`src/rtl/core_defs.svh`:
```
// register-access core definitions
// address map, bus widths, identification words and
// job configuration reset values
`ifndef CORE_DEFS_SVH
`define CORE_DEFS_SVH

// bus widths
`define CTRL_ADDR_W      27
`define REG_DATA_W       32
`define REG_ADDR_W       14
`define BLOCK_SEL_W      2
`define BLOCK_OFFS_W     12
`define SRAM_DEPTH       256

// identification and unmapped answer
`define DEVICE_ID_VAL    32'h0000_4e43
`define DEVICE_REV_VAL   32'h0001_0002
`define UNMAPPED_RD_VAL  32'hdead_beef

// job configuration reset values
`define CFG_NUM_KEYS_RST           32'd65536
`define CFG_LOG_2_NUM_WORKERS_RST  32'd2
`define CFG_SHARD_ID_RST           32'd0
`define CFG_MAX_N_VALUES_RST       32'd16
`define CFG_FILTER_THRESHOLD_RST   32'd0
`define CFG_MAX_FPGA_PROCS_RST     4'd4
`define CFG_ALGO_SELECTION_RST     1'b0
`define CFG_PROC_BIT_MASK_RST      8'h0f

`endif

```
`src/rtl/core_pkg.sv`:
```
// shared types of the register-access core
// register bus request and response, block index,
// bridge states and the job configuration bundle
`include "core_defs.svh"

package core_pkg;

   // mirrors the read-not-write level of the register bus
   typedef enum logic {
      REG_WRITE = 1'b0,
      REG_READ  = 1'b1
   } reg_op_t;

   // block index, top two bits of the word address
   typedef enum logic [1:0] {
      BLK_DEVICE_ID  = 2'd0,
      BLK_JOB_CONFIG = 2'd1,
      BLK_SRAM       = 2'd2,
      BLK_UNMAPPED   = 2'd3
   } reg_block_t;

   typedef enum logic [1:0] {
      BR_IDLE       = 2'd0,
      BR_WRITE_WAIT = 2'd1,
      BR_READ_WAIT  = 2'd2
   } bridge_state_t;

   typedef struct packed {
      logic                    req;
      reg_op_t                 op;
      logic [`REG_ADDR_W-1:0]  addr;
      logic [`REG_DATA_W-1:0]  wr_data;
   } reg_req_t;

   typedef struct packed {
      logic                    ack;
      logic [`REG_DATA_W-1:0]  rd_data;
   } reg_rsp_t;

   // settings handed to the compute engine
   typedef struct packed {
      logic [31:0]  num_keys;
      logic [31:0]  log_2_num_workers;
      logic [31:0]  shard_id;
      logic [31:0]  max_n_values;
      logic [31:0]  filter_threshold;
      logic [3:0]   max_fpga_procs;
      logic         algo_selection;
      logic [7:0]   proc_bit_mask;
   } job_config_t;

endpackage

```
`src/rtl/reg_block_decoder.sv`:
```
// register block decoder
// routes each bus request to one block by the top address bits,
// muxes the responses and answers unmapped accesses itself
`timescale 1ns/100ps
`include "core_defs.svh"

module reg_block_decoder import core_pkg::*; (
   input  logic      core_clk_int,
   input  logic      reset,
   input  reg_req_t  bus_req,
   input  logic      addr_out_of_range,
   output reg_rsp_t  bus_rsp,
   output reg_req_t  id_req,
   output reg_req_t  cfg_req,
   output reg_req_t  sram_req,
   input  reg_rsp_t  id_rsp,
   input  reg_rsp_t  cfg_rsp,
   input  reg_rsp_t  sram_rsp
);

   reg_block_t blk;
   reg_req_t blk_req;
   logic unmapped_ack;

   //------------------------------
   // request side
   //------------------------------
   always_comb begin
      if (addr_out_of_range) begin
         blk = BLK_UNMAPPED;
      end else begin
         blk = reg_block_t'(bus_req.addr[`REG_ADDR_W-1 -: `BLOCK_SEL_W]);
      end
   end

   // blocks only see the offset inside their window
   always_comb begin
      blk_req      = bus_req;
      blk_req.req  = 1'b0;
      blk_req.addr = {{(`REG_ADDR_W - `BLOCK_OFFS_W){1'b0}}, bus_req.addr[`BLOCK_OFFS_W-1:0]};
   end

   always_comb begin
      id_req       = blk_req;
      id_req.req   = bus_req.req && (blk == BLK_DEVICE_ID);
      cfg_req      = blk_req;
      cfg_req.req  = bus_req.req && (blk == BLK_JOB_CONFIG);
      sram_req     = blk_req;
      sram_req.req = bus_req.req && (blk == BLK_SRAM);
   end

   // unmapped responder, same one-cycle latency as the blocks
   always_ff @(posedge core_clk_int) begin
      if (reset) begin
         unmapped_ack <= 1'b0;
      end else begin
         unmapped_ack <= bus_req.req && (blk == BLK_UNMAPPED);
      end
   end

   //------------------------------
   // response side
   //------------------------------
   always_comb begin
      bus_rsp.ack = id_rsp.ack | cfg_rsp.ack | sram_rsp.ack | unmapped_ack;
      if (id_rsp.ack) begin
         bus_rsp.rd_data = id_rsp.rd_data;
      end else if (cfg_rsp.ack) begin
         bus_rsp.rd_data = cfg_rsp.rd_data;
      end else if (sram_rsp.ack) begin
         bus_rsp.rd_data = sram_rsp.rd_data;
      end else if (unmapped_ack) begin
         bus_rsp.rd_data = `UNMAPPED_RD_VAL;
      end else begin
         bus_rsp.rd_data = '0;
      end
   end

endmodule

```
`config.mk`:
```
export PLATFORM = sky130hd
export DESIGN_NAME = reg_block_decoder
export DESIGN_NICKNAME = d
export VERILOG_FILES = /design/src/rtl/core_pkg.sv /design/src/rtl/reg_block_decoder.sv
export VERILOG_INCLUDE_DIRS = /design/src /design/src/rtl
export SDC_FILE = /design/constraint.sdc
export NUM_CORES = 1
export LEC_CHECK = 0
export ABC_CLOCK_PERIOD_IN_PS = 1500
export BUFFER_PORTS_ARGS = -buffer_cell sky130_fd_sc_hd__buf_2
export CAP_MARGIN = 10
export CORE_AREA = 2 2 129 131
export DETAILED_ROUTE_END_ITERATION = 8
export DIE_AREA = 0 0 131 133
export SLEW_MARGIN = 20
export SYNTH_ARGS = -nofsm -noshare
export SYNTH_HDL_FRONTEND = slang
export SYNTH_SLANG_ARGS = --single-unit
```
`constraint.sdc`:
```
create_clock -name core_clk_int -period 1.5 [get_ports core_clk_int]
set_clock_uncertainty 0.1 [all_clocks]
set_input_delay 0.075 -clock core_clk_int [delete_from_list [all_inputs] [get_ports core_clk_int]]
set_output_delay 0.075 -clock core_clk_int [all_outputs]
set_load 0.1 [all_outputs]
```
==> summary.md <==
| Metric | Value |
|---|---|
| Status | finished, final reports clean |
| Period utilization | a little over nine tenths |
| Final min period | 1439 ps |
| FP Rows | 47 |
| WL per Instance | 12.77 um |
| Top Registers | unmapped_ack (1) |
| Post-route cell area | around 2600 um2 |
| WS Path Type | reg -> out |
| Detailed Place HPWL | roughly 5400 um |
| GRT Overall Usage | 6.584% |
| Via density | 3.261 |
| Placed cells | 498 |
| Multiplexer share of the synthesized area | 0% |
| Number of global-route vias before repair | 1656 |
| Final setup violation count | 0 |
| Number of max-cap violations | 0 |
| Sum of buffers and inverters on the critical path | 4 |
| Yosys reg bits | 1 |
| Leading cell types in the layout, fill and taps excluded | 107 x buf_2, 25 x nor2b_1, 24 x buf_12 |
| Die area | 17420 um2 |
| Post-synthesis cell type count | 21 |
| Final hold violation count | 0 |
| Crit end category | primary output |
| Top delay family on crit path | buffers and inverters |
| Synth async-reset ratio | 0% |
| Diode count | 0 |
| First-pass GRT wire length | 8942 um |
| Largest family of logic cells by synthesized area | buffers and inverters |
| Synth Area in XOR/XNOR | 0% |
| Share of post-route cells with drive strength above 1 | 72.66% |
| EDFF count, synth | 0 |
| CP Launch Type | flip-flop |
| CP Data Required Time | 1320 ps |
| CP max-delay cell | dfxtp_1 |
| Power Dens Cells | 583.9 nW/um2 |
| Cell Chain, Critical Path | buf_12 -> o21ai_4 -> buf_12 -> buf_6 -> o21ai_4 -> buf_12 |
| Top_reg_cell synth | dfxtp_1 |
| Synth warn | 0 |
| Die span in x | 131 um |
| GR Overflow Total | 0 |
| Post-DRT Antenna Nets | 0 |
| Nets | 430 |
| Crit path top cell by count | buf_12 |
| Sequential fraction of the synthesis area | 1.097% |
| # Post-CTS Setup Buffers | 0 |
| Synth Area in Simple Gates | around an eighth |
| Worst hold-check path type | in -> out |
| Cell Count, Final, Fillers Out | 498 |
| DR iter-0 viols | 40 |
| Port bufs | 140 |
| Largest net degree at the start of global routing | 24 |
| Worst EP arrival | 1260 ps |
| Mean Syn Cell Area | 6.915 um2 |
| Post-synthesis compound-gate area fraction | 23.03% |
| Post-Synth Adder-Cell Area | 0% |
| Clock slew at reported path FFs | 0 ps |
| Area after DPL | 2599 um2 |
| Global placer's final weighted congestion | 0.6089 |
| Tot Pwr | 1.545 mW |
| Routed wire length | 6358 um |
| Drc violations | 0 |
| Mapped cell area | 1826 um2 |
| Initial antenna violation count | 0 |
| Biggest register | unmapped_ack |
| Commonest non-fill, non-tap cell in the layout | buf_2 |
| Vias post-DR | 1624 |
| Die height | 133 um |
| First-pass DRT Iterations | 4 |
| Crit path max fanout | 20 |
| I/O Pins | approximately 330 |
| VDD IR-drop max | between 200 and 250 uV |
| Initial core utilization | roughly 11% |
| Max frequency | 695.2 MHz |
| Core area | 16170 um2 |
| Largest register FFs | 1 |
| CP peak stage delay | 300 ps |
| Mapped Cells | 264 |
| Final Max Tran Viols | 0 |
| Lkg Pwr | roughly 1.2 nW |
| Synthesis-to-finish area growth | 44.96% |
[metrics by stage]
step	TNS [ps]	util (%)	hold WS [ps]	setup WS (ps)
after CTS	0	16.12	51.31	10.67
final	0	16.36	50.03	61.47
after global routing	-2.297	16.36	50.28	-2.297
after global placement	-42.70	16.07	51.31	-36.35
after detailed placement	-4.025	16.07	51.31	-4.025
after floorplan	-1031	-	51.15	-504.3
[cells in the mapped netlist (2+ instances only)]
library cell	number	area share [%]
o21ai_1	23	6.3
inv_1	8	1.6
a22oi_1	23	9.5
nor4bb_1	2	1.1
nand2_1	3	0.62
a221oi_1	8	3.8
buf_2	4	1.1
buf_4	141	58
buf_6	2	1.2
clkbuf_1	7	1.4
a21oi_1	9	2.5
nor2b_1	25	8.6
[where the power goes]
part	internal (mW)	total [mW]	leakage (nW)	switching, mW
Sequential	0.0285	0.0296	0.00825	0.00105
Clock	0	0	0	0
Combinational	0.514	1.52	1.15	1.00
[cell families (layout without fill, tap and decap cells)]
| logic type | after synthesis | count (layout) |
|---|---|---|
| compound gates | 65 | 65 |
| buf+inv | 162 | 171 |
| flops | 1 | 1 |
| other cells | 1 | 6 |
| simple gates | 35 | 35 |
[what timing repair did]
action,CTS,global route
setup endpoints to repair,2,14
gates resized for setup,2,14
hold buffers,0,0
[cell type report]
type,instances,area [um2]
fillers,1810,13530
inverters,8,30.03
multi-input cells,106,1054
flip-flops and latches,1,20.02
well taps,220,275.3
repair buffers,163,1267
[worst paths after layout]
kind / cells past startpoint / to / startpoint / slack (ps)
worst max-delay path: 6 / bus_rsp[3] / unmapped_ack$_SDFF_PP0_ / 60
worst min-delay path: 0 / cfg_req[30] / bus_req[30] / 50
[routing by layer]
metal	share of wire, %	vias up	GRT usage, %
li1	-	766	-
met1	35	694	7.080
met2	49	124	11.63
met3	11	40	1.941
met4	5.0	0	3.132
met5	0	-	0
(Power assumes the default switching activity.)
