[config.mk]
export PLATFORM = sky130hd
export DESIGN_NAME = device_id_regs
export DESIGN_NICKNAME = d
export VERILOG_FILES = /design/src/rtl/core_pkg.sv /design/src/rtl/device_id_regs.sv
export VERILOG_INCLUDE_DIRS = /design/src /design/src/rtl
export SDC_FILE = /design/constraint.sdc
export NUM_CORES = 1
export LEC_CHECK = 0
export ABC_AREA = 0
export BUFFER_PORTS_ARGS = -buffer_cell sky130_fd_sc_hd__buf_4
export CORE_AREA = 2 2 45 47
export DETAILED_ROUTE_END_ITERATION = 12
export DIE_AREA = 0 0 47 49
export MAX_ROUTING_LAYER = met4
export PLACE_DENSITY = 0.75
export SLEW_MARGIN = 20
export SYNTH_ARGS = -nofsm -noshare
export SYNTH_HDL_FRONTEND = slang
export SYNTH_SLANG_ARGS = --single-unit
[constraint.sdc]
create_clock -name core_clk_int -period 1.6 [get_ports core_clk_int]
set_input_delay 0.32 -clock core_clk_int [delete_from_list [all_inputs] [get_ports core_clk_int]]
set_output_delay 0.32 -clock core_clk_int [all_outputs]
set_load 0.02 [all_outputs]
[src/rtl/core_defs.svh]
// register-access core definitions
// address map, bus widths, identification words and
// job configuration reset values
`ifndef CORE_DEFS_SVH
`define CORE_DEFS_SVH

// bus widths
`define CTRL_ADDR_W      27
`define REG_DATA_W       32
`define REG_ADDR_W       14
`define BLOCK_SEL_W      2
`define BLOCK_OFFS_W     12
`define SRAM_DEPTH       256

// identification and unmapped answer
`define DEVICE_ID_VAL    32'h0000_4e43
`define DEVICE_REV_VAL   32'h0001_0002
`define UNMAPPED_RD_VAL  32'hdead_beef

// job configuration reset values
`define CFG_NUM_KEYS_RST           32'd65536
`define CFG_LOG_2_NUM_WORKERS_RST  32'd2
`define CFG_SHARD_ID_RST           32'd0
`define CFG_MAX_N_VALUES_RST       32'd16
`define CFG_FILTER_THRESHOLD_RST   32'd0
`define CFG_MAX_FPGA_PROCS_RST     4'd4
`define CFG_ALGO_SELECTION_RST     1'b0
`define CFG_PROC_BIT_MASK_RST      8'h0f

`endif

[src/rtl/core_pkg.sv]
// shared types of the register-access core
// register bus request and response, block index,
// bridge states and the job configuration bundle
`include "core_defs.svh"

package core_pkg;

   // mirrors the read-not-write level of the register bus
   typedef enum logic {
      REG_WRITE = 1'b0,
      REG_READ  = 1'b1
   } reg_op_t;

   // block index, top two bits of the word address
   typedef enum logic [1:0] {
      BLK_DEVICE_ID  = 2'd0,
      BLK_JOB_CONFIG = 2'd1,
      BLK_SRAM       = 2'd2,
      BLK_UNMAPPED   = 2'd3
   } reg_block_t;

   typedef enum logic [1:0] {
      BR_IDLE       = 2'd0,
      BR_WRITE_WAIT = 2'd1,
      BR_READ_WAIT  = 2'd2
   } bridge_state_t;

   typedef struct packed {
      logic                    req;
      reg_op_t                 op;
      logic [`REG_ADDR_W-1:0]  addr;
      logic [`REG_DATA_W-1:0]  wr_data;
   } reg_req_t;

   typedef struct packed {
      logic                    ack;
      logic [`REG_DATA_W-1:0]  rd_data;
   } reg_rsp_t;

   // settings handed to the compute engine
   typedef struct packed {
      logic [31:0]  num_keys;
      logic [31:0]  log_2_num_workers;
      logic [31:0]  shard_id;
      logic [31:0]  max_n_values;
      logic [31:0]  filter_threshold;
      logic [3:0]   max_fpga_procs;
      logic         algo_selection;
      logic [7:0]   proc_bit_mask;
   } job_config_t;

endpackage

[src/rtl/device_id_regs.sv]
// device identification block, read only
// offset 0 is the identifier, offset 1 the revision
`timescale 1ns/100ps
`include "core_defs.svh"

module device_id_regs import core_pkg::*; (
   input  logic      core_clk_int,
   input  logic      reset,
   input  reg_req_t  reg_req,
   output reg_rsp_t  reg_rsp
);

   logic ack;
   logic [`REG_DATA_W-1:0] rd_data;

   always_ff @(posedge core_clk_int) begin
      if (reset) begin
         ack <= 1'b0;
      end else begin
         // writes get acked too, nothing is stored
         ack <= reg_req.req;
      end
   end

   always_ff @(posedge core_clk_int) begin
      if (reg_req.req && (reg_req.op == REG_READ)) begin
         case (reg_req.addr)
            `REG_ADDR_W'(0): rd_data <= `DEVICE_ID_VAL;
            `REG_ADDR_W'(1): rd_data <= `DEVICE_REV_VAL;
            default:         rd_data <= '0;
         endcase
      end
   end

   assign reg_rsp.ack     = ack;
   assign reg_rsp.rd_data = rd_data;

endmodule

==> impl_metrics.csv, run 1 <==
group,metric,value,unit
synthesis,ys_types,13,
grt,grt_max_degree,7,
timing,period_minus_slack,1.35,ns
cts,cts_resized,0,
cells_and_area,area_delta_synth_final,27.1,%
cells_and_area,fillers,209,
timing,drv_slew,0,
timing,rsz0062_at_grt,"no",
cells_and_area,nets,120,
hold_path,holdCritPathClass,"input pin to flop",
cts,clock-sinks,4,
setup_path,crit_type,"input pin to flop",
floorplan,die_y,49,um
status,outcome,"finished, final reports clean",
setup_path,slowest_delay,0.54,ns
route,first_pass_iters,1,
grt,gr-usage-met3,0.0111,
timing,max_freq,740,MHz
cts,clockBufferDepth,2,
synthesis,synth_mux_area_frac,0,
setup_path,start_kind,"input pin",
route,drtIter0Drc,0,
floorplan,die-area,2300,um2
route,routed_wl,727,um
synthesis,synth_compound_area_frac,0,
route,avgViaCountPerCell,3.29,
route,drtAntennaViolNets,0,
setup_path,cp.arrival,1.36,ns
route,wl_per_cell,7.57,um
synthesis,synth_area,429,um2
cts,clkSlewWorstSetupHoldPaths,0.04,ns
pwr,leakage,0.265,nW
cells_and_area,layout-drive-gt1-share,0.478,
place,place_congestion,0.612,
setup_path,crit_path_cell_trace,"buf_4 > or4_4 > nor4_1",
cts,cts_made_buffers,3,
setup_path,critPathCaptureType,"flop",
synthesis,postSynthAreaPerCell,9.33,um2
cts,cts_tree,"done",
synthesis,synth_top_area_cell,"buf_4",
timing,finalSetupViolCount,0,
place,placed_cells,92,
floorplan,initial_core_util,0.233,
cts,post_cts_buffers,0,
synthesis,synth-xor-area-share,0,
pwr,p_per_area,703,nW/um2
synthesis,yosys.area_share.adder,0,
job,maxCapViolCount,0,
synthesis,ys_seq_elements,4,
grt,grtUsageMet1,0.0519,
setup_path,cp_slowest_cell,"or4_4",
synthesis,yosysTopAreaCellShare,0.525,
floorplan,core_region_area,1840,um2
floorplan,ioPinCount,83,
cts,cts_hold_buf,0,
cells_and_area,final_cells,96,
route,dr_total_vias,316,
timing,fin_crit_sh,0.845,
grt,grt-ovfl-total,0,
route,drc_errors,0,
floorplan,die_w,47,um
synthesis,synth-warning-count,0,
timing,fin_hold_ws,0.242,ns
synthesis,synth_top_family_by_area,"buffers and inverters",
setup_path,critPathMaxFanout,3,
grt,grt_use_met2,0.116,
grt,grt_first_pass_wirelength,1.01,mm
cts,cts_max_level,1,
floorplan,rows,16,
synthesis,yosysSeqAreaShare,0.257,
grt,busiest_layer,"met2",
setup_path,cp.required,1.61,ns
timing,finalHoldViolations,0,
synthesis,netlist_instances,46,
grt,antenna_found_initial,0,
place,port_buffers,26,
cts,cts_root_buffer,"clkbuf_4",
synthesis,yosys.area_share.simple,0.210,
cells_and_area,diodes,0,
synthesis,synth.area.top_cells,"buf_4 (52%), edfxtp_1 (21%), or4_4 (5.2%)",
grt,grtUsageTotal,0.0673,
pwr,peakVddDrop,0.160,mV
grt,grt_pass1_vias,282,
==> synthesized netlist by cell type (all sizes together) <==
| library cell | n |
|---|---|
| conb | 1 |
| or2 | 1 |
| or4 | 3 |
| nor2b | 1 |
| edfxtp | 3 |
| dfxtp | 1 |
| buf | 30 |
| nor4 | 3 |
| and2 | 1 |
| or3 | 1 |
| or4b | 1 |
==> worst max-delay path, delay by kind of cell <==
family        cells  cell delay [ns]
simple gates      2             0.93
buf+inv           1             0.11
==> layout make-up <==
class | count | area [um2] | share of cell area
timing repair buffer | 26 | 195 | 0.358
multi-input combinational | 35 | 180 | 0.330
tap | 27 | 33.8 | 0.0619
sequential | 4 | 110 | 0.202
clock buffer | 4 | 26.3 | 0.0482
==> registers in the layout (all words and copies together), names as in the netlist <==
name,cells
ack,1
rd_data,3
==> cells in the final DEF (no fill, tap or decap), drive strengths merged <==
master	instances
or4	3
edfxtp	3
nor4	3
conb	24
buf	26
nor2b	1
or4b	1
or3	1
dfxtp	1
and2	1
clkbuf	4
or2	1
==> power by group <==
part	switching (mW)	internal [mW]	total, mW
Sequential	0.00285	0.117	0.120
Clock	0.0440	0.0938	0.138
Combinational	0.0805	0.0454	0.126
==> final timing paths <==
check	start	endpoint	slack, ns	depth (start not counted)
min	reset	ack	0.24	2
max	reg_req[38]	rd_data[1]	0.25	3
==> metal layers <==
layer,wire (um),part of all wire
met2,385,0.53
met4,0,0
met5,0,0
met1,210,0.29
met3,131,0.18
==> stage by stage <==
step | power, mW | util | setup slack, ns | cell area, um2 | setup TNS, ns
3_3_place_gp | 0.245 | 0.282 | 0.0978 | 519 | 0
2_1_floorplan | 0.251 | - | 0.340 | 515 | 0
3_5_place_dp | 0.247 | 0.282 | -0.0119 | 519 | -0.0119
6_report | 0.384 | 0.296 | 0.249 | 546 | 0
5_1_grt | 0.413 | 0.296 | 0.192 | 546 | 0
4_1_cts | 0.393 | 0.296 | 0.240 | 546 | 0
==> cell families (layout without fill, tap and decap cells) <==
kind of cell,Yosys count,in the layout
buf+inv,30,30
flops,4,4
other cells,1,24
simple gates,11,11
No activity file was read; power rests on OpenSTA's default activity.
==> run 2: changes to the inputs <==
--- a/config.mk
+++ b/config.mk
@@ -6,13 +6,13 @@
 export SDC_FILE = /design/constraint.sdc
 export NUM_CORES = 1
 export LEC_CHECK = 0
-export ABC_AREA = 0
+export ABC_AREA = 1
 export BUFFER_PORTS_ARGS = -buffer_cell sky130_fd_sc_hd__buf_4
-export CORE_AREA = 2 2 45 47
+export CORE_AREA = 2 2 47 49
 export DETAILED_ROUTE_END_ITERATION = 12
-export DIE_AREA = 0 0 47 49
+export DIE_AREA = 0 0 49 51
 export MAX_ROUTING_LAYER = met4
-export PLACE_DENSITY = 0.75
+export PLACE_DENSITY = 0.73
 export SLEW_MARGIN = 20
 export SYNTH_ARGS = -nofsm -noshare
 export SYNTH_HDL_FRONTEND = slang
==> constraint.sdc (replaced) <==
create_clock -name core_clk_int -period 1.1 [get_ports core_clk_int]
set_input_delay 0.22 -clock core_clk_int [delete_from_list [all_inputs] [get_ports core_clk_int]]
set_output_delay 0.22 -clock core_clk_int [all_outputs]
set_load 0.02 [all_outputs]
==> impl_metrics.csv, run 2 <==
group,metric,value,unit
status,outcome,"complete, but fails checks",
status,violations,"setup timing",
hold_path,holdCritPathClass,"input pin to flop",
cells_and_area,top_register,"rd_data",
synthesis,synth.area.top_cells,"buf_4 (51%), edfxtp_1 (20%), nor2_1 (8.5%)",
cts,clockBufferDepth,2,
cts,cts_max_level,1,
timing,finalHoldViolations,0,
cells_and_area,fin_util,0.271,
grt,grt-ovfl-total,0,
synthesis,synth-warning-count,0,
route,drtAntennaViolNets,0,
synthesis,synth_edf_count,3,
grt,grt_pass1_vias,302,
synthesis,ys_types,8,
timing,rsz0062_at_grt,"yes",
synthesis,synth_most_common_cell,"buf_4",
floorplan,rows,17,
cts,clkSlewWorstSetupHoldPaths,0.04,ns
floorplan,die_w,49,um
floorplan,ioPinCount,83,
cts,cts_made_buffers,3,
floorplan,initial_core_util,0.214,
timing,finalSetupViolCount,6,
place,port_buffers,26,
timing,setup_tns,-0.0283,ns
cells_and_area,nets,135,
synthesis,synth_top_area_cell,"buf_4",
pwr,p_per_area,995,nW/um2
cells_and_area,most-common-layout-cells,"buf_4 (26), conb_1 (24), nor2_1 (10)",
cells_and_area,diodes,0,
pwr,peakVddDrop,0.269,mV
route,routed_wl,702,um
grt,grt_first_pass_wirelength,1.11,mm
cts,cts_root_buffer,"clkbuf_4",
synthesis,synth_area,442,um2
timing,fin_ws,-0.00496,ns
setup_path,critPathCaptureType,"output port",
route,avgViaCountPerCell,3.00,
synthesis,async_flop_share,0,
cells_and_area,largest_register_ffs,3,
job,maxCapViolCount,0,
synthesis,ys_seq_elements,4,
cells_and_area,final_common_cell,"buf_4",
cts,cts_tree,"done",
cts,cts_hold_buf,0,
setup_path,cp.required,0.88,ns
setup_path,crit_type,"flop to output port",
setup_path,slowest_delay,0.45,ns
floorplan,die-area,2500,um2
timing,max_freq,905,MHz
synthesis,yosysSeqAreaShare,0.249,
setup_path,cp.arrival,0.88,ns
cells_and_area,fillers,225,
synthesis,postSynthAreaPerCell,7.24,um2
cts,cts_resized,0,
place,dp_hpwl,637,um
setup_path,cp_slowest_cell,"edfxtp_1",
setup_path,crit_path_cell_trace,"buf_4",
floorplan,die_y,51,um
setup_path,crit_family,"flip-flops",
route,first_pass_iters,3,
grt,antenna_found_initial,0,
timing,fin_crit_sh,1.00,
pwr,leakage,0.323,nW
synthesis,ys.flop_type,"edfxtp_1",
cells_and_area,area_delta_synth_final,26.6,%
route,drtIter0Drc,4,
synthesis,synth_common_cells,"buf_4 (30), nor2_1 (10), nand2_1 (8)",
grt,grtUsageTotal,0.0632,
grt,grt_max_degree,7,
route,dr_total_vias,336,
setup_path,start_kind,"flop",
cells_and_area,reg_top3,"rd_data x3, ack x1",
timing,drv_slew,0,
route,wl_per_cell,6.27,um
cells_and_area,layout-drive-gt1-share,0.369,
synthesis,netlist_instances,61,
floorplan,core_region_area,2060,um2
setup_path,worst-path-buf-inv,1,
timing,period_minus_slack,1.10,ns
setup_path,critPathMaxFanout,6,
cts,clock-sinks,4,
synthesis,yosysTopAreaCellShare,0.510,
route,drc_errors,0,
place,place_congestion,0.606,
run 2: changes by cell type after synthesis, sizes merged, moves of 3 or more:
cell	previous run	this run
inv	0	6
nor2	0	12
nor4	3	0
or4	3	0
nand2	0	8
run 2: layout make-up:
| cell class | instances | area (um2) | share of cell area |
|---|---|---|---|
| clock buffer | 4 | 26.3 | 0.0470 |
| inverter | 6 | 22.5 | 0.0403 |
| multi-input combinational | 44 | 170 | 0.304 |
| sequential | 4 | 110 | 0.197 |
| tap | 28 | 35.0 | 0.0626 |
| timing repair buffer | 26 | 195 | 0.349 |
run 2: routing by layer:
layer  vias to the layer above  wire length, um  GRT usage
met5                         -                0          -
met4                         0                0     0.0571
met3                         0              103     0.0263
met2                        33              377      0.110
met1                       132              222     0.0517
li1                        171                -          -
run 2: power by group:
group / internal (mW) / switching, mW
logic: 0.0648 / 0.120
clock network: 0.136 / 0.0606
registers: 0.170 / 0.00414
run 2: cells by family after synthesis:
family | count (synthesis) | synth area share
and+or+nand+nor | 20 | 0.181
buffers and inverters | 36 | 0.561
DFF | 4 | 0.249
other | 1 | 0.00849
run 2: final timing paths:
path | start | depth (start not counted) | end
min | reset | 2 | ack
max | rd_data[14] | 1 | reg_rsp[10]
run 2: what timing repair did:
| action | 4_1_cts | 5_1_grt |
|---|---|---|
| buffers inserted | 0 | 0 |
| cloned | 0 | 0 |
| setup endpoints to repair | 6 | 6 |
run 2: metrics by stage:
| step | cells | cell area (um2) | setup slack, ns | hold WS (ns) | total power [mW] |
|---|---|---|---|---|---|
| after global placement | 108 | 533 | 0.226 | 0.378 | 0.358 |
| after CTS | 112 | 559 | -0.0155 | 0.138 | 0.566 |
| final | 112 | 559 | -0.00496 | 0.147 | 0.556 |
| after global routing | 112 | 559 | -0.0585 | 0.141 | 0.593 |
| after detailed placement | 108 | 533 | 0.200 | 0.386 | 0.361 |
| after floorplan | 84 | 528 | 0.158 | 0.291 | 0.367 |
