`src/rtl/core_defs.svh`:
```
// register-access core definitions
// address map, bus widths, identification words and
// job configuration reset values
`ifndef CORE_DEFS_SVH
`define CORE_DEFS_SVH

// bus widths
`define CTRL_ADDR_W      27
`define REG_DATA_W       32
`define REG_ADDR_W       14
`define BLOCK_SEL_W      2
`define BLOCK_OFFS_W     12
`define SRAM_DEPTH       256

// identification and unmapped answer
`define DEVICE_ID_VAL    32'h0000_4e43
`define DEVICE_REV_VAL   32'h0001_0002
`define UNMAPPED_RD_VAL  32'hdead_beef

// job configuration reset values
`define CFG_NUM_KEYS_RST           32'd65536
`define CFG_LOG_2_NUM_WORKERS_RST  32'd2
`define CFG_SHARD_ID_RST           32'd0
`define CFG_MAX_N_VALUES_RST       32'd16
`define CFG_FILTER_THRESHOLD_RST   32'd0
`define CFG_MAX_FPGA_PROCS_RST     4'd4
`define CFG_ALGO_SELECTION_RST     1'b0
`define CFG_PROC_BIT_MASK_RST      8'h0f

`endif

```
`src/rtl/core_pkg.sv`:
```
// shared types of the register-access core
// register bus request and response, block index,
// bridge states and the job configuration bundle
`include "core_defs.svh"

package core_pkg;

   // mirrors the read-not-write level of the register bus
   typedef enum logic {
      REG_WRITE = 1'b0,
      REG_READ  = 1'b1
   } reg_op_t;

   // block index, top two bits of the word address
   typedef enum logic [1:0] {
      BLK_DEVICE_ID  = 2'd0,
      BLK_JOB_CONFIG = 2'd1,
      BLK_SRAM       = 2'd2,
      BLK_UNMAPPED   = 2'd3
   } reg_block_t;

   typedef enum logic [1:0] {
      BR_IDLE       = 2'd0,
      BR_WRITE_WAIT = 2'd1,
      BR_READ_WAIT  = 2'd2
   } bridge_state_t;

   typedef struct packed {
      logic                    req;
      reg_op_t                 op;
      logic [`REG_ADDR_W-1:0]  addr;
      logic [`REG_DATA_W-1:0]  wr_data;
   } reg_req_t;

   typedef struct packed {
      logic                    ack;
      logic [`REG_DATA_W-1:0]  rd_data;
   } reg_rsp_t;

   // settings handed to the compute engine
   typedef struct packed {
      logic [31:0]  num_keys;
      logic [31:0]  log_2_num_workers;
      logic [31:0]  shard_id;
      logic [31:0]  max_n_values;
      logic [31:0]  filter_threshold;
      logic [3:0]   max_fpga_procs;
      logic         algo_selection;
      logic [7:0]   proc_bit_mask;
   } job_config_t;

endpackage

```
`src/rtl/control_port_bridge.sv`:
```
// host control port to register bus bridge
// captures single read/write strobes, issues one bus request,
// holds waitrequest until the ack and returns read data
`timescale 1ns/100ps
`include "core_defs.svh"

module control_port_bridge import core_pkg::*; (
   input  logic                      core_clk_int,
   input  logic                      reset,
   input  logic [`CTRL_ADDR_W-1:0]   control_port_address,
   input  logic                      control_port_read,
   input  logic                      control_port_write,
   input  logic [`REG_DATA_W-1:0]    control_port_writedata,
   output logic                      control_port_waitrequest,
   output logic                      control_port_read_datavalid,
   output logic [`REG_DATA_W-1:0]    control_port_readdata,
   output reg_req_t                  bus_req,
   input  reg_rsp_t                  bus_rsp,
   output logic                      addr_out_of_range
);

   bridge_state_t state;
   bridge_state_t state_next;
   logic strobe;
   logic req_pulse;
   logic rd_valid;
   reg_op_t req_op;
   logic [`REG_ADDR_W-1:0] req_addr;
   logic [`REG_DATA_W-1:0] req_wr_data;
   logic [`REG_DATA_W-1:0] rd_data_q;
   logic addr_oor_q;

   // new strobes only count while idle
   assign strobe = (state == BR_IDLE) && (control_port_read || control_port_write);

   //------------------------------
   // wait-request state machine
   //------------------------------
   always_comb begin
      state_next = state;
      case (state)
         BR_IDLE: begin
            // read wins if both strobes show up together
            if (control_port_read) begin
               state_next = BR_READ_WAIT;
            end else if (control_port_write) begin
               state_next = BR_WRITE_WAIT;
            end
         end
         BR_WRITE_WAIT, BR_READ_WAIT: begin
            if (bus_rsp.ack) begin
               state_next = BR_IDLE;
            end
         end
         default: begin
            state_next = BR_IDLE;
         end
      endcase
   end

   always_ff @(posedge core_clk_int) begin
      if (reset) begin
         state     <= BR_IDLE;
         req_pulse <= 1'b0;
         rd_valid  <= 1'b0;
      end else begin
         state     <= state_next;
         req_pulse <= strobe;
         rd_valid  <= (state == BR_READ_WAIT) && bus_rsp.ack;
      end
   end

   //------------------------------
   // request payload and read data
   //------------------------------
   always_ff @(posedge core_clk_int) begin
      if (strobe) begin
         req_op      <= control_port_read ? REG_READ : REG_WRITE;
         req_addr    <= control_port_address[`REG_ADDR_W-1:0];
         req_wr_data <= control_port_writedata;
         // upper host bits never reach a block
         addr_oor_q  <= |control_port_address[`CTRL_ADDR_W-1:`REG_ADDR_W];
      end
      if ((state == BR_READ_WAIT) && bus_rsp.ack) begin
         rd_data_q <= bus_rsp.rd_data;
      end
   end

   assign bus_req.req     = req_pulse;
   assign bus_req.op      = req_op;
   assign bus_req.addr    = req_addr;
   assign bus_req.wr_data = req_wr_data;
   assign addr_out_of_range = addr_oor_q;

   // high for the whole bus access, low the cycle after the ack
   assign control_port_waitrequest    = (state != BR_IDLE);
   assign control_port_read_datavalid = rd_valid;
   assign control_port_readdata       = rd_data_q;

endmodule

```
`config.mk`:
```
export PLATFORM = sky130hd
export DESIGN_NAME = control_port_bridge
export DESIGN_NICKNAME = d
export VERILOG_FILES = /design/src/rtl/core_pkg.sv /design/src/rtl/control_port_bridge.sv
export VERILOG_INCLUDE_DIRS = /design/src /design/src/rtl
export SDC_FILE = /design/constraint.sdc
export NUM_CORES = 1
export LEC_CHECK = 0
export ABC_CLOCK_PERIOD_IN_PS = 8400
export BUFFER_PORTS_ARGS = -buffer_cell sky130_fd_sc_hd__buf_4
export CAP_MARGIN = 20
export CORE_MARGIN = 8
export CORE_UTILIZATION = 33
export CTS_BUF_LIST = sky130_fd_sc_hd__clkbuf_2
export DETAILED_ROUTE_END_ITERATION = 8
export PLACE_DENSITY = 0.76
export SLEW_MARGIN = 0
export SYNTH_ARGS = -nofsm -noshare
export SYNTH_HDL_FRONTEND = slang
export SYNTH_SLANG_ARGS = --single-unit
```
`constraint.sdc`:
```
create_clock -name core_clk_int -period 8.4 [get_ports core_clk_int]
set_clock_uncertainty 0.1 [all_clocks]
set_input_delay 1.68 -clock core_clk_int [delete_from_list [all_inputs] [get_ports core_clk_int]]
set_output_delay 1.68 -clock core_clk_int [all_outputs]
set_load 0.01 [all_outputs]
```
==> flow_summary.yaml, run 1 <==
status:
  status: "finished, final reports clean"
setup_path:
  cp_max_fo: 4
  critPathRequiredTime_ns: 6.62
  end_kind: "primary output"
  r2r-start: "state[1]$_SDFFE_PP0P_"
  worstPathArrival_ns: 1.44
  slowest_delay_ns: 0.38
  critPathLaunchType: "register"
  crit_slowest_cell: "dfxtp_1"
  setup.worst_path.start: "state[0]$_SDFFE_PP0P_"
  cp_cell_sequence: "inv_1 -> ha_1 -> inv_1 -> buf_4"
  crit_top_cell: "inv_1"
  crit_type: "register to primary output"
floorplan:
  row_count: 32
  coreArea_um2: 7770
  dieArea_um2: 11100
  die_h_um: 106
  io_pins: 179
  die_x_um: 106
  start_util_pct: 34.1
global_route:
  grt_overflow: 0
  grt_first_pass_wirelength_um: 10700
  grt.busiest_layer: "met2"
  gr-usage-met1_pct: 11.5
  grt_util_met2_pct: 24.5
  grt_pass1_vias: 1893
  antenna_found_initial: 0
  grt_start_max_net_pins: 41
  grt_util_met3_pct: 4.32
  gr-usage-all-layers_pct: 12.9
clocking:
  clock_sinks: 84
  holdBufCountCts: 0
  clockRootBuffer: "clkbuf_2"
  post_cts_buffers: 0
  cts_tree: "built"
  path_clk_slew_ns: 0.20
  cts.path.max_buffers: 2
  numCtsBuffers: 9
  worstSkewPairLatency_ns: 0.47
  cts_resized: 0
  cts.htree.levels: 3
timing:
  worstMarginPinSlew_ns: 0.500
  period_share_pct: 38.4
  setup_viol: 0
  grt_setup_unrepaired: "false"
  slew_headroom_pct: 66.6
  fmax_mhz: 310
  fin_setup_tns_ns: 0
  drv_slew: 0
  fin_crit_ns: 3.22
  finalHoldViolCount: 0
logic_synthesis:
  synth_cell_type_count: 18
  ys_warn_count: 0
  netlist_top_cells_area: "edfxtp_1, dfxtp_1, ha_1"
  netlist_area_um2: 2650
  synth_top_area_cell: "edfxtp_1"
  synth_top_cell_area_share_pct: 90.8
  syn_nets: 207
  synth.avg_cell_area_um2: 24.3
  syn_inst: 109
  ys_seq_area_share_pct: 93.8
  ys_ff_latch: 84
placed_design:
  gp_congestion: 0.726
  dpl.hpwl_um: 6180
  io_buffers: 178
  placed_cell_area_um2: 4120
  dp.cells: 389
routing:
  route.vias.total: 1689
  firstDrtPassIters: 4
  antenna_left: 0
  vias_per_cell: 4.17
  wl_um: 7510
  drc: 0
  wl_per_cell_um: 18.6
  drt_iter0_markers: 36
pwr:
  powerDensity_nw_per_um2: 197
  max-vdd-ir-drop_uv: 92.6
  finalPower_w: 0.000830
  power.leakage_nw: 1.78
finish:
  layout_commonest_cell: "buf_4"
  antenna_cells: 0
  final_core_util_pct: 54.3
  instances_no_fill: 405
  design_area_um2: 4220
  drive_gt1_share_pct: 65.7
  layout_common_cells: "buf_4, edfxtp_1, clkbuf_2"
  final_net_count: 396
  synthToLayoutAreaGrowth_pct: 59.3
hold_path:
  hp-class: "register to register"
  hold_start: "state[0]$_SDFFE_PP0P_"
flow_run:
  maxCapViolCount: 0
==> cells in the mapped netlist <==
cell      instances
nor4_1            2
nor2b_1           1
edfxtp_1         80
and2_1            1
inv_1             3
nand2b_1          2
nor2_1            3
a211oi_1          1
buf_4             2
ha_1              2
a21oi_2           1
a21oi_1           1
a21o_1            1
nand4_1           1
nor3_1            2
dfxtp_1           4
nand2b_4          1
nand3_1           1
==> where the power goes <==
group	leakage [nW]	switching, W	total (W)	internal (W)
clock network	0.0552	0.000137	0.000180	0.0000426
logic	0.928	0.0000638	0.000136	0.0000726
registers	0.795	0.0000100	0.000514	0.000504
==> kinds of logic after synthesis <==
| logic type | Yosys count | synth area share (%) |
|---|---|---|
| AO/OA/AOI/OAI | 4 | 1.09 |
| adder cells (fa/ha/maj) | 2 | 0.945 |
| buffers and inverters | 5 | 0.993 |
| flip-flops | 84 | 93.8 |
| AND/OR/NAND/NOR | 14 | 3.17 |
==> routing by layer <==
layer  vias to the layer above  routed length (um)
li1                        803                   -
met1                       802                2350
met2                        69                4430
met3                        15                 556
met4                         0                 176
met5                         -                   0
==> stage by stage <==
step | hold WS [ns] | worst slack (ns)
3_5_place_dp | 0.425 | 5.31
5_1_grt | 0.463 | 5.06
3_3_place_gp | 0.406 | 5.35
6_report | 0.443 | 5.18
2_1_floorplan | 0.388 | 4.09
4_1_cts | 0.448 | 5.09
==> final cells by class <==
| class | count | area (um^2) |
|---|---|---|
| clock inverter | 6 | 48.8 |
| sequential | 84 | 2480 |
| multi-input combinational | 20 | 145 |
| inverter | 3 | 11.3 |
| timing repair buffer | 180 | 1350 |
| tap | 102 | 128 |
| clock buffer | 10 | 50.0 |
| fill | 681 | 3550 |
==> worst max-delay path, delay by kind of cell (launching register included) <==
family,cells,cell delay (ns)
buffers and inverters,3,0.34
adders and majority gates,1,0.24
DFF,1,0.38
==> registers in the layout, indices dropped and copies added (netlist names) <==
name                         cells
req_wr_data                     32
control_port_readdata           32
req_op                           1
control_port_read_datavalid      1
state                            2
req_pulse                        1
addr_out_of_range                1
req_addr                        14
==> worst paths after layout <==
kind / cells after the start / slack, ns / end
max: 4 / 5.18 / control_port_waitrequest
min: 2 / 0.44 / state[0]$_SDFFE_PP0P_
max reg2reg: 5 / 6.43 / req_addr[2]$_DFFE_PP_
min reg2reg: 2 / 0.44 / state[0]$_SDFFE_PP0P_
Note: power is estimated with default switching activity, not from simulation.
==> run 2, diff against run 1 <==
--- a/config.mk
+++ b/config.mk
@@ -6,14 +6,14 @@
 export SDC_FILE = /design/constraint.sdc
 export NUM_CORES = 1
 export LEC_CHECK = 0
-export ABC_CLOCK_PERIOD_IN_PS = 8400
+export ABC_CLOCK_PERIOD_IN_PS = 2900
 export BUFFER_PORTS_ARGS = -buffer_cell sky130_fd_sc_hd__buf_4
 export CAP_MARGIN = 20
 export CORE_MARGIN = 8
 export CORE_UTILIZATION = 33
 export CTS_BUF_LIST = sky130_fd_sc_hd__clkbuf_2
 export DETAILED_ROUTE_END_ITERATION = 8
-export PLACE_DENSITY = 0.76
+export PLACE_DENSITY = 0.78
 export SLEW_MARGIN = 0
 export SYNTH_ARGS = -nofsm -noshare
 export SYNTH_HDL_FRONTEND = slang
==> constraint.sdc (replaced) <==
create_clock -name core_clk_int -period 2.9 [get_ports core_clk_int]
set_clock_uncertainty 0.1 [all_clocks]
set_input_delay 0.58 -clock core_clk_int [delete_from_list [all_inputs] [get_ports core_clk_int]]
set_output_delay 0.58 -clock core_clk_int [all_outputs]
set_load 0.01 [all_outputs]
==> run 2 against run 1 <==
Net effect: sequential cell count unchanged; non-clock buffer count unchanged; global-route usage decreased by 0.092 points; via count grew 0.53%; worst setup slack got worse by 4.4 ns; clock power grew to 3.1 times the previous value; die area unchanged; critical path depth unchanged; final area is 0.12% higher; sequential share of layout area is 0.070 points lower; first-iteration DRC count grew 53%; largest power group unchanged.
==> flow_summary.yaml, run 2 (same netlist as run 1, synthesis figures left out) <==
setup_path:
  crit_top_cell: "inv_1"
  r2r_cells: 5
  cp_num_buf_inv: 3
  crit_family: "flip-flops"
  critPathLaunchType: "register"
  critPathRequiredTime_ns: 2.22
  crit_slowest_cell: "dfxtp_1"
  cp_cell_sequence: "inv_1 -> ha_1 -> inv_1 -> buf_4"
  cp.depth: 4
  worstPathArrival_ns: 1.46
  slowest_delay_ns: 0.38
  cp_max_fo: 4
  crit_type: "register to primary output"
  end_kind: "primary output"
routing:
  firstDrtPassIters: 4
  wl_um: 7370
  vias_per_cell: 4.20
  antenna_left: 0
  drc: 0
  route.vias.total: 1698
  drt_iter0_markers: 55
  wl_per_cell_um: 18.2
timing:
  fin_setup_tns_ns: 0
  fmax_mhz: 468
  grt_setup_unrepaired: "false"
  setup_ws_ns: 0.763
  finalHoldViolCount: 0
  drv_slew: 0
  setup_viol: 0
  slew_headroom_pct: 61.0
  fin_crit_ns: 2.14
  period_share_pct: 73.7
  worstMarginPinSlew_ns: 0.585
finish:
  antenna_cells: 0
  final_net_count: 396
  layout_common_cells: "buf_4, edfxtp_1, clkbuf_2"
  fillers: 674
  layout_commonest_cell: "buf_4"
  synthToLayoutAreaGrowth_pct: 59.5
  drive_gt1_share_pct: 65.6
global_route:
  grt_first_pass_wirelength_um: 10600
  antenna_found_initial: 0
  grt_util_met2_pct: 23.4
  grt.busiest_layer: "met2"
  gr-usage-all-layers_pct: 12.8
  grt_overflow: 0
  grt_pass1_vias: 1818
  gr-usage-met1_pct: 12.1
  grt_start_max_net_pins: 49
  grt_util_met3_pct: 4.81
floorplan:
  row_count: 32
  coreArea_um2: 7770
  die_h_um: 106
  die_x_um: 106
  start_util_pct: 34.1
  io_pins: 179
  dieArea_um2: 11100
status:
  status: "finished, final reports clean"
pwr:
  power.leakage_nw: 1.79
  max-vdd-ir-drop_uv: 310
  powerDensity_nw_per_um2: 578
clocking:
  cts.path.max_buffers: 2
  path_clk_slew_ns: 0.23
  numCtsBuffers: 9
  clock_sinks: 84
  clockRootBuffer: "clkbuf_2"
  cts_resized: 0
  post_cts_buffers: 0
  holdBufCountCts: 0
  worstSkewPairLatency_ns: 0.47
  cts.htree.levels: 3
  cts_tree: "built"
hold_path:
  hp-class: "primary input to register"
  worstHoldPathCells: 1
placed_design:
  dpl.hpwl_um: 5980
  gp_congestion: 0.746
  place_ws_ns: 1.09
  io_buffers: 178
flow_run:
  maxCapViolCount: 0
## run 2: cell count changes in the layout (fill, tap and decap cells not counted), sizes merged
cell,delta
bufinv,+1
clkinv,+3
clkinvlp,-3
inv,-2
## run 2: path summary, 6_finish.rpt
path / start / end / slack [ns]
min reg2reg: state[0]$_SDFFE_PP0P_ / state[0]$_SDFFE_PP0P_ / 0.46
max reg2reg: state[0]$_SDFFE_PP0P_ / req_wr_data[18]$_DFFE_PP_ / 1.06
max: state[0]$_SDFFE_PP0P_ / control_port_waitrequest / 0.76
min: control_port_address[1] / req_addr[1]$_DFFE_PP_ / 0.14
## run 2: layer usage
| layer | wire length (um) | share of wire (%) |
|---|---|---|
| met2 | 4190 | 57 |
| met4 | 113 | 1.5 |
| met3 | 560 | 7.6 |
| met5 | 0 | 0 |
| met1 | 2500 | 34 |
## run 2: area by class of cell
type / instances / area (um^2) / share of cell area [%]
inverters: 3 / 11.3 / 0.267
well taps: 102 / 128 / 3.02
repair buffers: 180 / 1350 / 32.0
clock inverters: 5 / 53.8 / 1.27
flip-flops and latches: 84 / 2480 / 58.8
clock buffers: 10 / 50.0 / 1.19
multi-input cells: 20 / 145 / 3.44
## run 2: stage by stage
step                hold slack (ns)  utilization [%]  instances  instance area (um^2)  power [W]
floorplan                     0.388                -        109                  2650    0.00164
global placement              0.406             53.0        389                  4120    0.00190
detailed placement            0.438             53.0        389                  4120    0.00192
CTS                          0.0699             54.3        404                  4220    0.00249
global route                 0.0546             54.3        404                  4220    0.00256
finish                        0.136             54.3        404                  4220    0.00244
## run 2: where the power goes
| group | leakage, nW | internal (W) | total (W) | switching [W] |
|---|---|---|---|---|
| Sequential | 0.795 | 0.00146 | 0.00149 | 0.0000267 |
| Clock | 0.0715 | 0.000196 | 0.000559 | 0.000363 |
| Combinational | 0.928 | 0.000211 | 0.000395 | 0.000185 |
