--- src/rtl/core_defs.svh ---
// register-access core definitions
// address map, bus widths, identification words and
// job configuration reset values
`ifndef CORE_DEFS_SVH
`define CORE_DEFS_SVH

// bus widths
`define CTRL_ADDR_W      27
`define REG_DATA_W       32
`define REG_ADDR_W       14
`define BLOCK_SEL_W      2
`define BLOCK_OFFS_W     12
`define SRAM_DEPTH       256

// identification and unmapped answer
`define DEVICE_ID_VAL    32'h0000_4e43
`define DEVICE_REV_VAL   32'h0001_0002
`define UNMAPPED_RD_VAL  32'hdead_beef

// job configuration reset values
`define CFG_NUM_KEYS_RST           32'd65536
`define CFG_LOG_2_NUM_WORKERS_RST  32'd2
`define CFG_SHARD_ID_RST           32'd0
`define CFG_MAX_N_VALUES_RST       32'd16
`define CFG_FILTER_THRESHOLD_RST   32'd0
`define CFG_MAX_FPGA_PROCS_RST     4'd4
`define CFG_ALGO_SELECTION_RST     1'b0
`define CFG_PROC_BIT_MASK_RST      8'h0f

`endif

--- src/rtl/core_pkg.sv ---
// shared types of the register-access core
// register bus request and response, block index,
// bridge states and the job configuration bundle
`include "core_defs.svh"

package core_pkg;

   // mirrors the read-not-write level of the register bus
   typedef enum logic {
      REG_WRITE = 1'b0,
      REG_READ  = 1'b1
   } reg_op_t;

   // block index, top two bits of the word address
   typedef enum logic [1:0] {
      BLK_DEVICE_ID  = 2'd0,
      BLK_JOB_CONFIG = 2'd1,
      BLK_SRAM       = 2'd2,
      BLK_UNMAPPED   = 2'd3
   } reg_block_t;

   typedef enum logic [1:0] {
      BR_IDLE       = 2'd0,
      BR_WRITE_WAIT = 2'd1,
      BR_READ_WAIT  = 2'd2
   } bridge_state_t;

   typedef struct packed {
      logic                    req;
      reg_op_t                 op;
      logic [`REG_ADDR_W-1:0]  addr;
      logic [`REG_DATA_W-1:0]  wr_data;
   } reg_req_t;

   typedef struct packed {
      logic                    ack;
      logic [`REG_DATA_W-1:0]  rd_data;
   } reg_rsp_t;

   // settings handed to the compute engine
   typedef struct packed {
      logic [31:0]  num_keys;
      logic [31:0]  log_2_num_workers;
      logic [31:0]  shard_id;
      logic [31:0]  max_n_values;
      logic [31:0]  filter_threshold;
      logic [3:0]   max_fpga_procs;
      logic         algo_selection;
      logic [7:0]   proc_bit_mask;
   } job_config_t;

endpackage

--- src/rtl/job_config_regs.sv ---
// job configuration registers
// eight writable settings, each masked to its field width,
// driving the compute engine configuration outputs
`timescale 1ns/100ps
`include "core_defs.svh"

module job_config_regs import core_pkg::*; (
   input  logic         core_clk_int,
   input  logic         reset,
   input  reg_req_t     reg_req,
   output reg_rsp_t     reg_rsp,
   output job_config_t  job_config
);

   job_config_t cfg;
   logic [2:0] cfg_idx;
   logic cfg_hit;
   logic ack;
   logic [`REG_DATA_W-1:0] rd_mux;
   logic [`REG_DATA_W-1:0] rd_data;

   // offsets 0..7 only, everything above is a hole
   assign cfg_idx = reg_req.addr[2:0];
   assign cfg_hit = (reg_req.addr[`REG_ADDR_W-1:3] == '0);

   always_ff @(posedge core_clk_int) begin
      if (reset) begin
         ack                    <= 1'b0;
         cfg.num_keys           <= `CFG_NUM_KEYS_RST;
         cfg.log_2_num_workers  <= `CFG_LOG_2_NUM_WORKERS_RST;
         cfg.shard_id           <= `CFG_SHARD_ID_RST;
         cfg.max_n_values       <= `CFG_MAX_N_VALUES_RST;
         cfg.filter_threshold   <= `CFG_FILTER_THRESHOLD_RST;
         cfg.max_fpga_procs     <= `CFG_MAX_FPGA_PROCS_RST;
         cfg.algo_selection     <= `CFG_ALGO_SELECTION_RST;
         cfg.proc_bit_mask      <= `CFG_PROC_BIT_MASK_RST;
      end else begin
         ack <= reg_req.req;
         if (reg_req.req && (reg_req.op == REG_WRITE) && cfg_hit) begin
            case (cfg_idx)
               3'd0: cfg.num_keys          <= reg_req.wr_data;
               3'd1: cfg.log_2_num_workers <= reg_req.wr_data;
               3'd2: cfg.shard_id          <= reg_req.wr_data;
               3'd3: cfg.max_n_values      <= reg_req.wr_data;
               3'd4: cfg.filter_threshold  <= reg_req.wr_data;
               3'd5: cfg.max_fpga_procs    <= reg_req.wr_data[3:0];
               3'd6: cfg.algo_selection    <= reg_req.wr_data[0];
               3'd7: cfg.proc_bit_mask     <= reg_req.wr_data[7:0];
            endcase
         end
      end
   end

   // read mux, narrow fields zero-extended
   always_comb begin
      rd_mux = '0;
      if (cfg_hit) begin
         case (cfg_idx)
            3'd0: rd_mux = cfg.num_keys;
            3'd1: rd_mux = cfg.log_2_num_workers;
            3'd2: rd_mux = cfg.shard_id;
            3'd3: rd_mux = cfg.max_n_values;
            3'd4: rd_mux = cfg.filter_threshold;
            3'd5: rd_mux = {28'd0, cfg.max_fpga_procs};
            3'd6: rd_mux = {31'd0, cfg.algo_selection};
            3'd7: rd_mux = {24'd0, cfg.proc_bit_mask};
         endcase
      end
   end

   always_ff @(posedge core_clk_int) begin
      if (reg_req.req && (reg_req.op == REG_READ)) begin
         rd_data <= rd_mux;
      end
   end

   assign reg_rsp.ack     = ack;
   assign reg_rsp.rd_data = rd_data;
   assign job_config      = cfg;

endmodule

--- config.mk ---
export PLATFORM = sky130hd
export DESIGN_NAME = job_config_regs
export DESIGN_NICKNAME = d
export VERILOG_FILES = /design/src/rtl/core_pkg.sv /design/src/rtl/job_config_regs.sv
export VERILOG_INCLUDE_DIRS = /design/src /design/src/rtl
export SDC_FILE = /design/constraint.sdc
export NUM_CORES = 1
export LEC_CHECK = 0
export ABC_AREA = 0
export BUFFER_PORTS_ARGS = -buffer_cell sky130_fd_sc_hd__buf_2
export CAP_MARGIN = 10
export CELL_PAD_IN_SITES_DETAIL_PLACEMENT = 2
export CELL_PAD_IN_SITES_GLOBAL_PLACEMENT = 2
export CORE_ASPECT_RATIO = 2
export CORE_MARGIN = 1
export CORE_UTILIZATION = 36
export DETAILED_ROUTE_END_ITERATION = 16
export PLACE_DENSITY_LB_ADDON = 0.1
export REMOVE_ABC_BUFFERS = 1
export SYNTH_ARGS = -nofsm -noshare
export SYNTH_HDL_FRONTEND = slang
export SYNTH_SLANG_ARGS = --single-unit
--- constraint.sdc ---
create_clock -name core_clk_int -period 5.3 [get_ports core_clk_int]
set_clock_uncertainty 0.2 [all_clocks]
set_input_delay 1.06 -clock core_clk_int [delete_from_list [all_inputs] [get_ports core_clk_int]]
set_output_delay 1.06 -clock core_clk_int [all_outputs]
set_load 0.02 [all_outputs]
==> run_results.csv, run 1 <==
group,metric,value,unit
status,status,"finished, final reports clean",
route,routedWlPerCell,22.7,um
floorplanning,io_pins,256,
cts,cts_setup_buffers,0,
finish,final_common_cell,"buf_2",
synth,syn_inst,843,
timing,setup_viol_count_final,0,
pwr,sw_frac_of_total,22.6,%
pwr,switching_power,766,uW
synth,synthTopCellsByArea,"dfxtp_1 37%, mux2i_1 20%, nand2b_1 13%",
synth,synth_warnings,0,
synth,synth_top_area_share,36.9,%
place,place_ws,1360,ps
place,placed_area,0.0108,mm2
cts,numClockSinks,206,
setup_path,required,5510,ps
global_routing,grt_util_all_layers,23.8,%
finish,nNetsFinal,1115,
route,drcViolationCount,0,
timing,fin_crit_sh,62.8,%
route,dr.first_iter.drc_count,317,
global_routing,antenna_found_initial,0,
global_routing,overflow,0,
floorplanning,die_h,231,um
synth,muxShareOfSynthArea,25.8,%
setup_path,worstPathArrival,3540,ps
pwr,seq_power_share,47.2,%
global_routing,grt_max_degree,86,
floorplanning,initial_core_util,36.7,%
cts,cts_buffers,21,
cts,cts_htree_levels,1,
synth,synth-compound-area-share,4.58,%
pwr,p_leak,5.72,nW
pwr,p_per_area,292,mW/mm2
finish,final_area,0.0116,mm2
setup_path,path_class,"in2reg",
synth,netlist-cell-type-count,39,
timing,period_minus_slack,3330,ps
floorplanning,num_rows,83,
pwr,max-vdd-ir-drop,0.219,mV
cts,cts_resized,0,
finish,final_core_util,45.0,%
synth,synth_area,0.00944,mm2
floorplanning,die_w,117,um
floorplanning,die-area,0.0269,mm2
synth,synth_xor_xnor_area_share,0,%
cts,hold_buffers,0,
synth,synthesis.area_per_instance,11.2,um2
route,first_pass_iters,7,
timing,hold_viol_final,0,
place,post-dp-hpwl,21.6,mm
cts,cts_buffer_depth,3,
finish,drive_above_1_share,33.8,%
global_routing,grt_pass1_wl,48.1,mm
synth,yosysSeqAreaShare,47.1,%
cts,root_buffer,"clkbuf_16",
min_path,hold_path_class,"reg2reg",
run,drv_cap,0,
place,port_buffers,255,
route,avgViaCountPerCell,5.20,
place,routabilityCongestion,0.751,
setup_path,r2r_slack,3600,ps
finish,layout_common_cells,"253 x buf_2, 200 x nand2b_1, 187 x mux2i_1, 174 x dfxtp_1, 53 x nor2_1",
synth,yosys.area_share.simple,18.2,%
synth,synth_seq_cells,206,
setup_path,cp-start-kind,"primary input",
route,vias,7379,
pwr,p_clk_share,47.4,%
finish,diodes,0,
route,wirelength,32.2,mm
floorplanning,fp.coreArea,0.0258,mm2
cts,path_clk_slew,70,ps
global_routing,grt_pass1_vias,8061,
synth,synth_top_family_by_area,"multiplexers",
pwr,internal-power,2.62,mW
timing,slew_headroom,25.8,%
cts,clk_latency,510,ps
timing,tightest_slew,1110,ps
synth,synth_area_leader_cell,"dfxtp_1",
timing,finalMaxSlewViolations,0,
cts,cts_tree,"done",
timing,fmax,300,MHz
finish,layout-area-overhead-vs-synth,22.7,%
pwr,combPwrFrac,5.5,%
synth,synth-adder-area-share,0,%
setup_path,crit_path_end_kind,"flop",
timing,fin_setup_tns,0,ps
setup_path,critPathMaxFanout,32,
timing,fin_ws,1970,ps
timing,rsz0062_at_grt,"false",
route,ant_nets,0,
-- per-stage QoR --
step                      instances  hold slack, ps  power (mW)
final                          1420             293        3.38
after global routing           1420             315        3.48
after CTS                      1419             297        3.43
after detailed placement       1381             284        1.82
after global placement         1381             270        1.82
after floorplan                 778             354        1.72
-- state kept, by name (all words and copies together), names as in the netlist --
register	cells
rd_data	32
ack	1
job_config	173
-- worst paths after layout --
kind	to	from	cells past startpoint
hold reg to reg	job_config[138]	job_config[138]	2
setup / recovery	job_config[55]	reg_req[32]	5
setup reg to reg	rd_data[3]	job_config[3]	3
hold / removal	job_config[138]	job_config[138]	2
-- power by group through the flow --
stage,Sequential (mW),Clock [mW],Combinational [mW]
finish,1.60,1.60,0.185
global route,1.60,1.69,0.197
CTS,1.60,1.64,0.188
detailed placement,1.63,0,0.187
global placement,1.63,0,0.186
floorplan,1.64,0,0.0735
-- metal layers --
| metal | wire [um] | up-vias | GRT usage, % |
|---|---|---|---|
| met5 | 0 | - | 0 |
| met4 | 1060 | 0 | 8.58 |
| met3 | 1630 | 54 | 3.92 |
| met2 | 17300 | 243 | 45.1 |
| met1 | 12200 | 3685 | 25.8 |
| li1 | - | 3397 | - |
-- kinds of logic after synthesis --
| kind of cell | count (synthesis) |
|---|---|
| and+or+nand+nor | 285 |
| muxes | 236 |
| DFF | 206 |
| buffers and inverters | 67 |
| AOI/OAI and AO/OA | 49 |
-- Yosys cell counts (all sizes together) --
cell and n:
buf 28, or3 2, mux4 1, a31oi 1, nand4 6, a222oi 24
a21oi 7, nor3 6, nor2 56, or4 2, and2 3, nor4 2
nor2b 4, clkbuf 37, mux2 48, o2bb2ai 2, o221a 1, nand2b 200
edfxtp 32, o22ai 2, nand2 2, a211oi 9, nand3 1, mux2i 187
and3 1, inv 2, o21ai 1, a32o 1, o21bai 1, dfxtp 174
-- worst max-delay path, cell delays in order --
cell and delay, ps:
buf_2 370, inv_1 270, nor3_1 590, nand4_4 800
mux2i_1 420
-- layout make-up --
| type | count | area (um2) |
|---|---|---|
| inverter | 2 | 7.51 |
| sequential | 206 | 4440 |
| timing repair buffer | 264 | 1370 |
| clock buffer | 29 | 576 |
| clock inverter | 9 | 149 |
| multi-input combinational | 570 | 4610 |
| tap | 340 | 425 |
| fill | 2846 | 14200 |
No activity file was read; power rests on OpenSTA's default activity.
==> run 2: changes to the inputs <==
- ABC_AREA: 0 -> 1
- CORE_UTILIZATION: 36 -> 28
- clock period: 5.3 -> 3.37 ns (I/O delays scaled with it)
==> run 2 against run 1 <==
Routed wire length rose by 23%. Largest cell class is now sequential cells. Critical path type unchanged. Combinational power increased by 36%. Largest power group is now the clock network. Design area is 2.7% higher. Via count grew 32%. Sequential share of layout area shrank 1.0 points. Worst setup slack got worse by 750 ps. Highest routed layer unchanged. Hold slack worse by 120 ps. First-iteration DRC count decreased by 17%. Power increased by 59%.
==> run_results.csv, run 2 <==
group,metric,value,unit
run,drv_cap,0,
pwr,p_leak,6.45,nW
setup_path,crit_path_top_delay_cell,"buf_4",
global_routing,overflow,0,
cts,path_clk_slew,70,ps
synth,async_flop_share,0,%
pwr,p_clk_share,48.8,%
global_routing,grt_pass1_vias,10451,
setup_path,path_class,"in2reg",
synth,synthesis.area_per_instance,6.65,um2
cts,cts_tree,"done",
finish,register_area,0.00444,mm2
finish,nNetsFinal,1688,
cts,cts_resized,0,
finish,layout-area-overhead-vs-synth,27.1,%
route,dr.first_iter.drc_count,262,
setup_path,critPathMaxFanout,42,
cts,cts_buffers,22,
floorplanning,die_w,131,um
synth,ys_top_cells_by_count,"402 x nor2_1, 378 x nand2_1, 180 x inv_1",
pwr,seq_power_share,46.6,%
synth,yosys_most_used_dff,"dfxtp_1",
setup_path,r2r_slack,2130,ps
timing,slew_headroom,44.7,%
timing,fin_crit_sh,63.8,%
pwr,max-vdd-ir-drop,0.348,mV
place,routabilityCongestion,0.754,
finish,nFillCells,4050,
timing,period_minus_slack,2150,ps
finish,largest_reg_flops,173,
min_path,min_to,"ack",
min_path,hp-start,"reset",
place,port_buffers,255,
global_routing,grt_pass1_wl,60.1,mm
route,routedWlPerCell,19.0,um
finish,drive_above_1_share,20.3,%
floorplanning,fp.coreArea,0.0329,mm2
finish,final_area,0.0119,mm2
cts,clk_latency,520,ps
pwr,p_per_area,453,mW/mm2
pwr,internal-power,4.09,mW
setup_path,crit_path_end_kind,"flop",
route,ant_nets,0,
route,drcViolationCount,0,
floorplanning,initial_core_util,28.4,%
route,avgViaCountPerCell,4.66,
finish,instances_no_fill,2088,
timing,tightest_slew,830,ps
place,post-dp-hpwl,27.4,mm
synth,synth_edf_count,32,
synth,synth_warnings,0,
floorplanning,io_pins,256,
synth,post-synth-top-count-cell,"nor2_1",
setup_path,cp-start-kind,"primary input",
timing,finalMaxSlewViolations,0,
synth,syn_inst,1408,
floorplanning,die-area,0.0342,mm2
setup_path,cp_cell_sequence,"buf_2 -> nor2_4 -> nand2_2 -> inv_1 -> nand4_4 -> buf_4 -> nand2_1 -> nand2_1 -> nor2_1",
synth,synth_area_leader_cell,"dfxtp_1",
synth,yosysSeqAreaShare,47.5,%
pwr,combPwrFrac,4.7,%
global_routing,antenna_found_initial,0,
place,placed_area,0.0111,mm2
route,first_pass_iters,4,
cts,numClockSinks,206,
status,status,"finished, final reports clean",
setup_path,r2r_start,"job_config[20]",
pwr,switching_power,1.29,mW
min_path,holdPathStages,2,
cts,root_buffer,"clkbuf_16",
route,wirelength,39.6,mm
pwr,sw_frac_of_total,24.0,%
synth,synthTopCellsByArea,"dfxtp_1 37%, nor2_1 16%, nand2_1 15%",
synth,synth_area,0.00936,mm2
setup_path,cpMostUsedCell,"nand2_1",
timing,fmax,465,MHz
min_path,hold_path_class,"in2reg",
finish,multi_input_area,0.00393,mm2
cts,cts_htree_levels,1,
setup_path,reg2reg_depth,2,
timing,hold_viol_final,0,
cts,cts_buffer_depth,3,
synth,netlist-cell-type-count,23,
route,vias,9736,
setup_path,cpPeakStageDelay,470,ps
floorplanning,num_rows,94,
global_routing,grt_util_all_layers,23.0,%
timing,rsz0062_at_grt,"false",
cts,cts_setup_buffers,0,
finish,layout_common_cells,"402 x nor2_1, 377 x nand2_1, 255 x buf_2, 178 x inv_1, 174 x dfxtp_1",
synth,synth_top_area_share,37.2,%
synth,synth_seq_cells,206,
place,dpl.cell_count,2046,
setup_path,worstPathArrival,2370,ps
setup_path,required,3580,ps
global_routing,grt_max_degree,66,
cts,hold_buffers,0,
floorplanning,die_h,261,um
finish,final_common_cell,"nor2_1",
setup_path,r2r_end,"rd_data[7]",
timing,setup_viol_count_final,0,
-- run 2: cell types whose count changed after synthesis, moves of 48 or more --
cell,change
mux2i_1,-187
nor2_1,+347
nand2b_1,-200
nand2_1,+376
mux2_2,-48
o21ai_0,+61
inv_1,+178
-- run 2: area by class of cell --
| cell class | instances | area share [%] |
|---|---|---|
| tap | 432 | 4.54 |
| inverter | 184 | 5.85 |
| clock buffer | 31 | 5.60 |
| antenna | 2 | 0.0421 |
| clock inverter | 9 | 0.768 |
| timing repair buffer | 279 | 12.9 |
| multi-input combinational | 945 | 33.0 |
| sequential | 206 | 37.3 |
-- run 2: metal layers --
layer  up-vias  GRT usage (%)  wire [um]
met4         0           7.46       1110
li1       4676              -          -
met5         -              0          0
met1      4799           23.9      15100
met2       209           45.9      21700
met3        52           3.71       1660
-- run 2: critical path: cells and delay by family --
family	cells	cell delay, ps
buf+inv	3	810
simple gates	6	860
-- run 2: how the worst max path moves through the flow --
stage	from	to	depth (start not counted)
final	reg_req[32]	job_config[18]	9
after global routing	reg_req[32]	job_config[34]	9
after CTS	reg_req[32]	job_config[18]	9
after detailed placement	reg_req[32]	job_config[18]	9
after global placement	reg_req[34]	rd_data[10]	7
after floorplan	reset	job_config[0]	2
-- run 2: cell families (layout without fill, tap and decap cells) --
logic type      count (synthesis)  in the layout  synth area share (%)
compound gates                128            128                  7.15
buf+inv                       257            503                  10.9
flops                         206            206                  47.5
other cells                     0              2                     0
simple gates                  817            817                  34.5
-- run 2: power groups by stage --
stage / registers [mW] / logic [mW] / clock network (mW)
after global placement: 2.56 / 0.257 / 0
after floorplan: 2.58 / 0.0752 / 0
after detailed placement: 2.57 / 0.255 / 0
final: 2.51 / 0.251 / 2.63
after CTS: 2.51 / 0.257 / 2.72
after global routing: 2.51 / 0.270 / 2.78
-- run 2: per-stage QoR --
step / power [mW] / hold WS [ps] / setup slack (ps) / setup TNS (ps) / utilization [%]
global placement: 2.82 / 289 / 793 / 0 / 33.8
finish: 5.39 / 174 / 1220 / 0 / 36.1
floorplan: 2.66 / 368 / -265 / -38980 / -
detailed placement: 2.82 / 306 / 658 / 0 / 33.8
CTS: 5.48 / 155 / 1230 / 0 / 36.1
global route: 5.56 / 169 / 1080 / 0 / 36.1
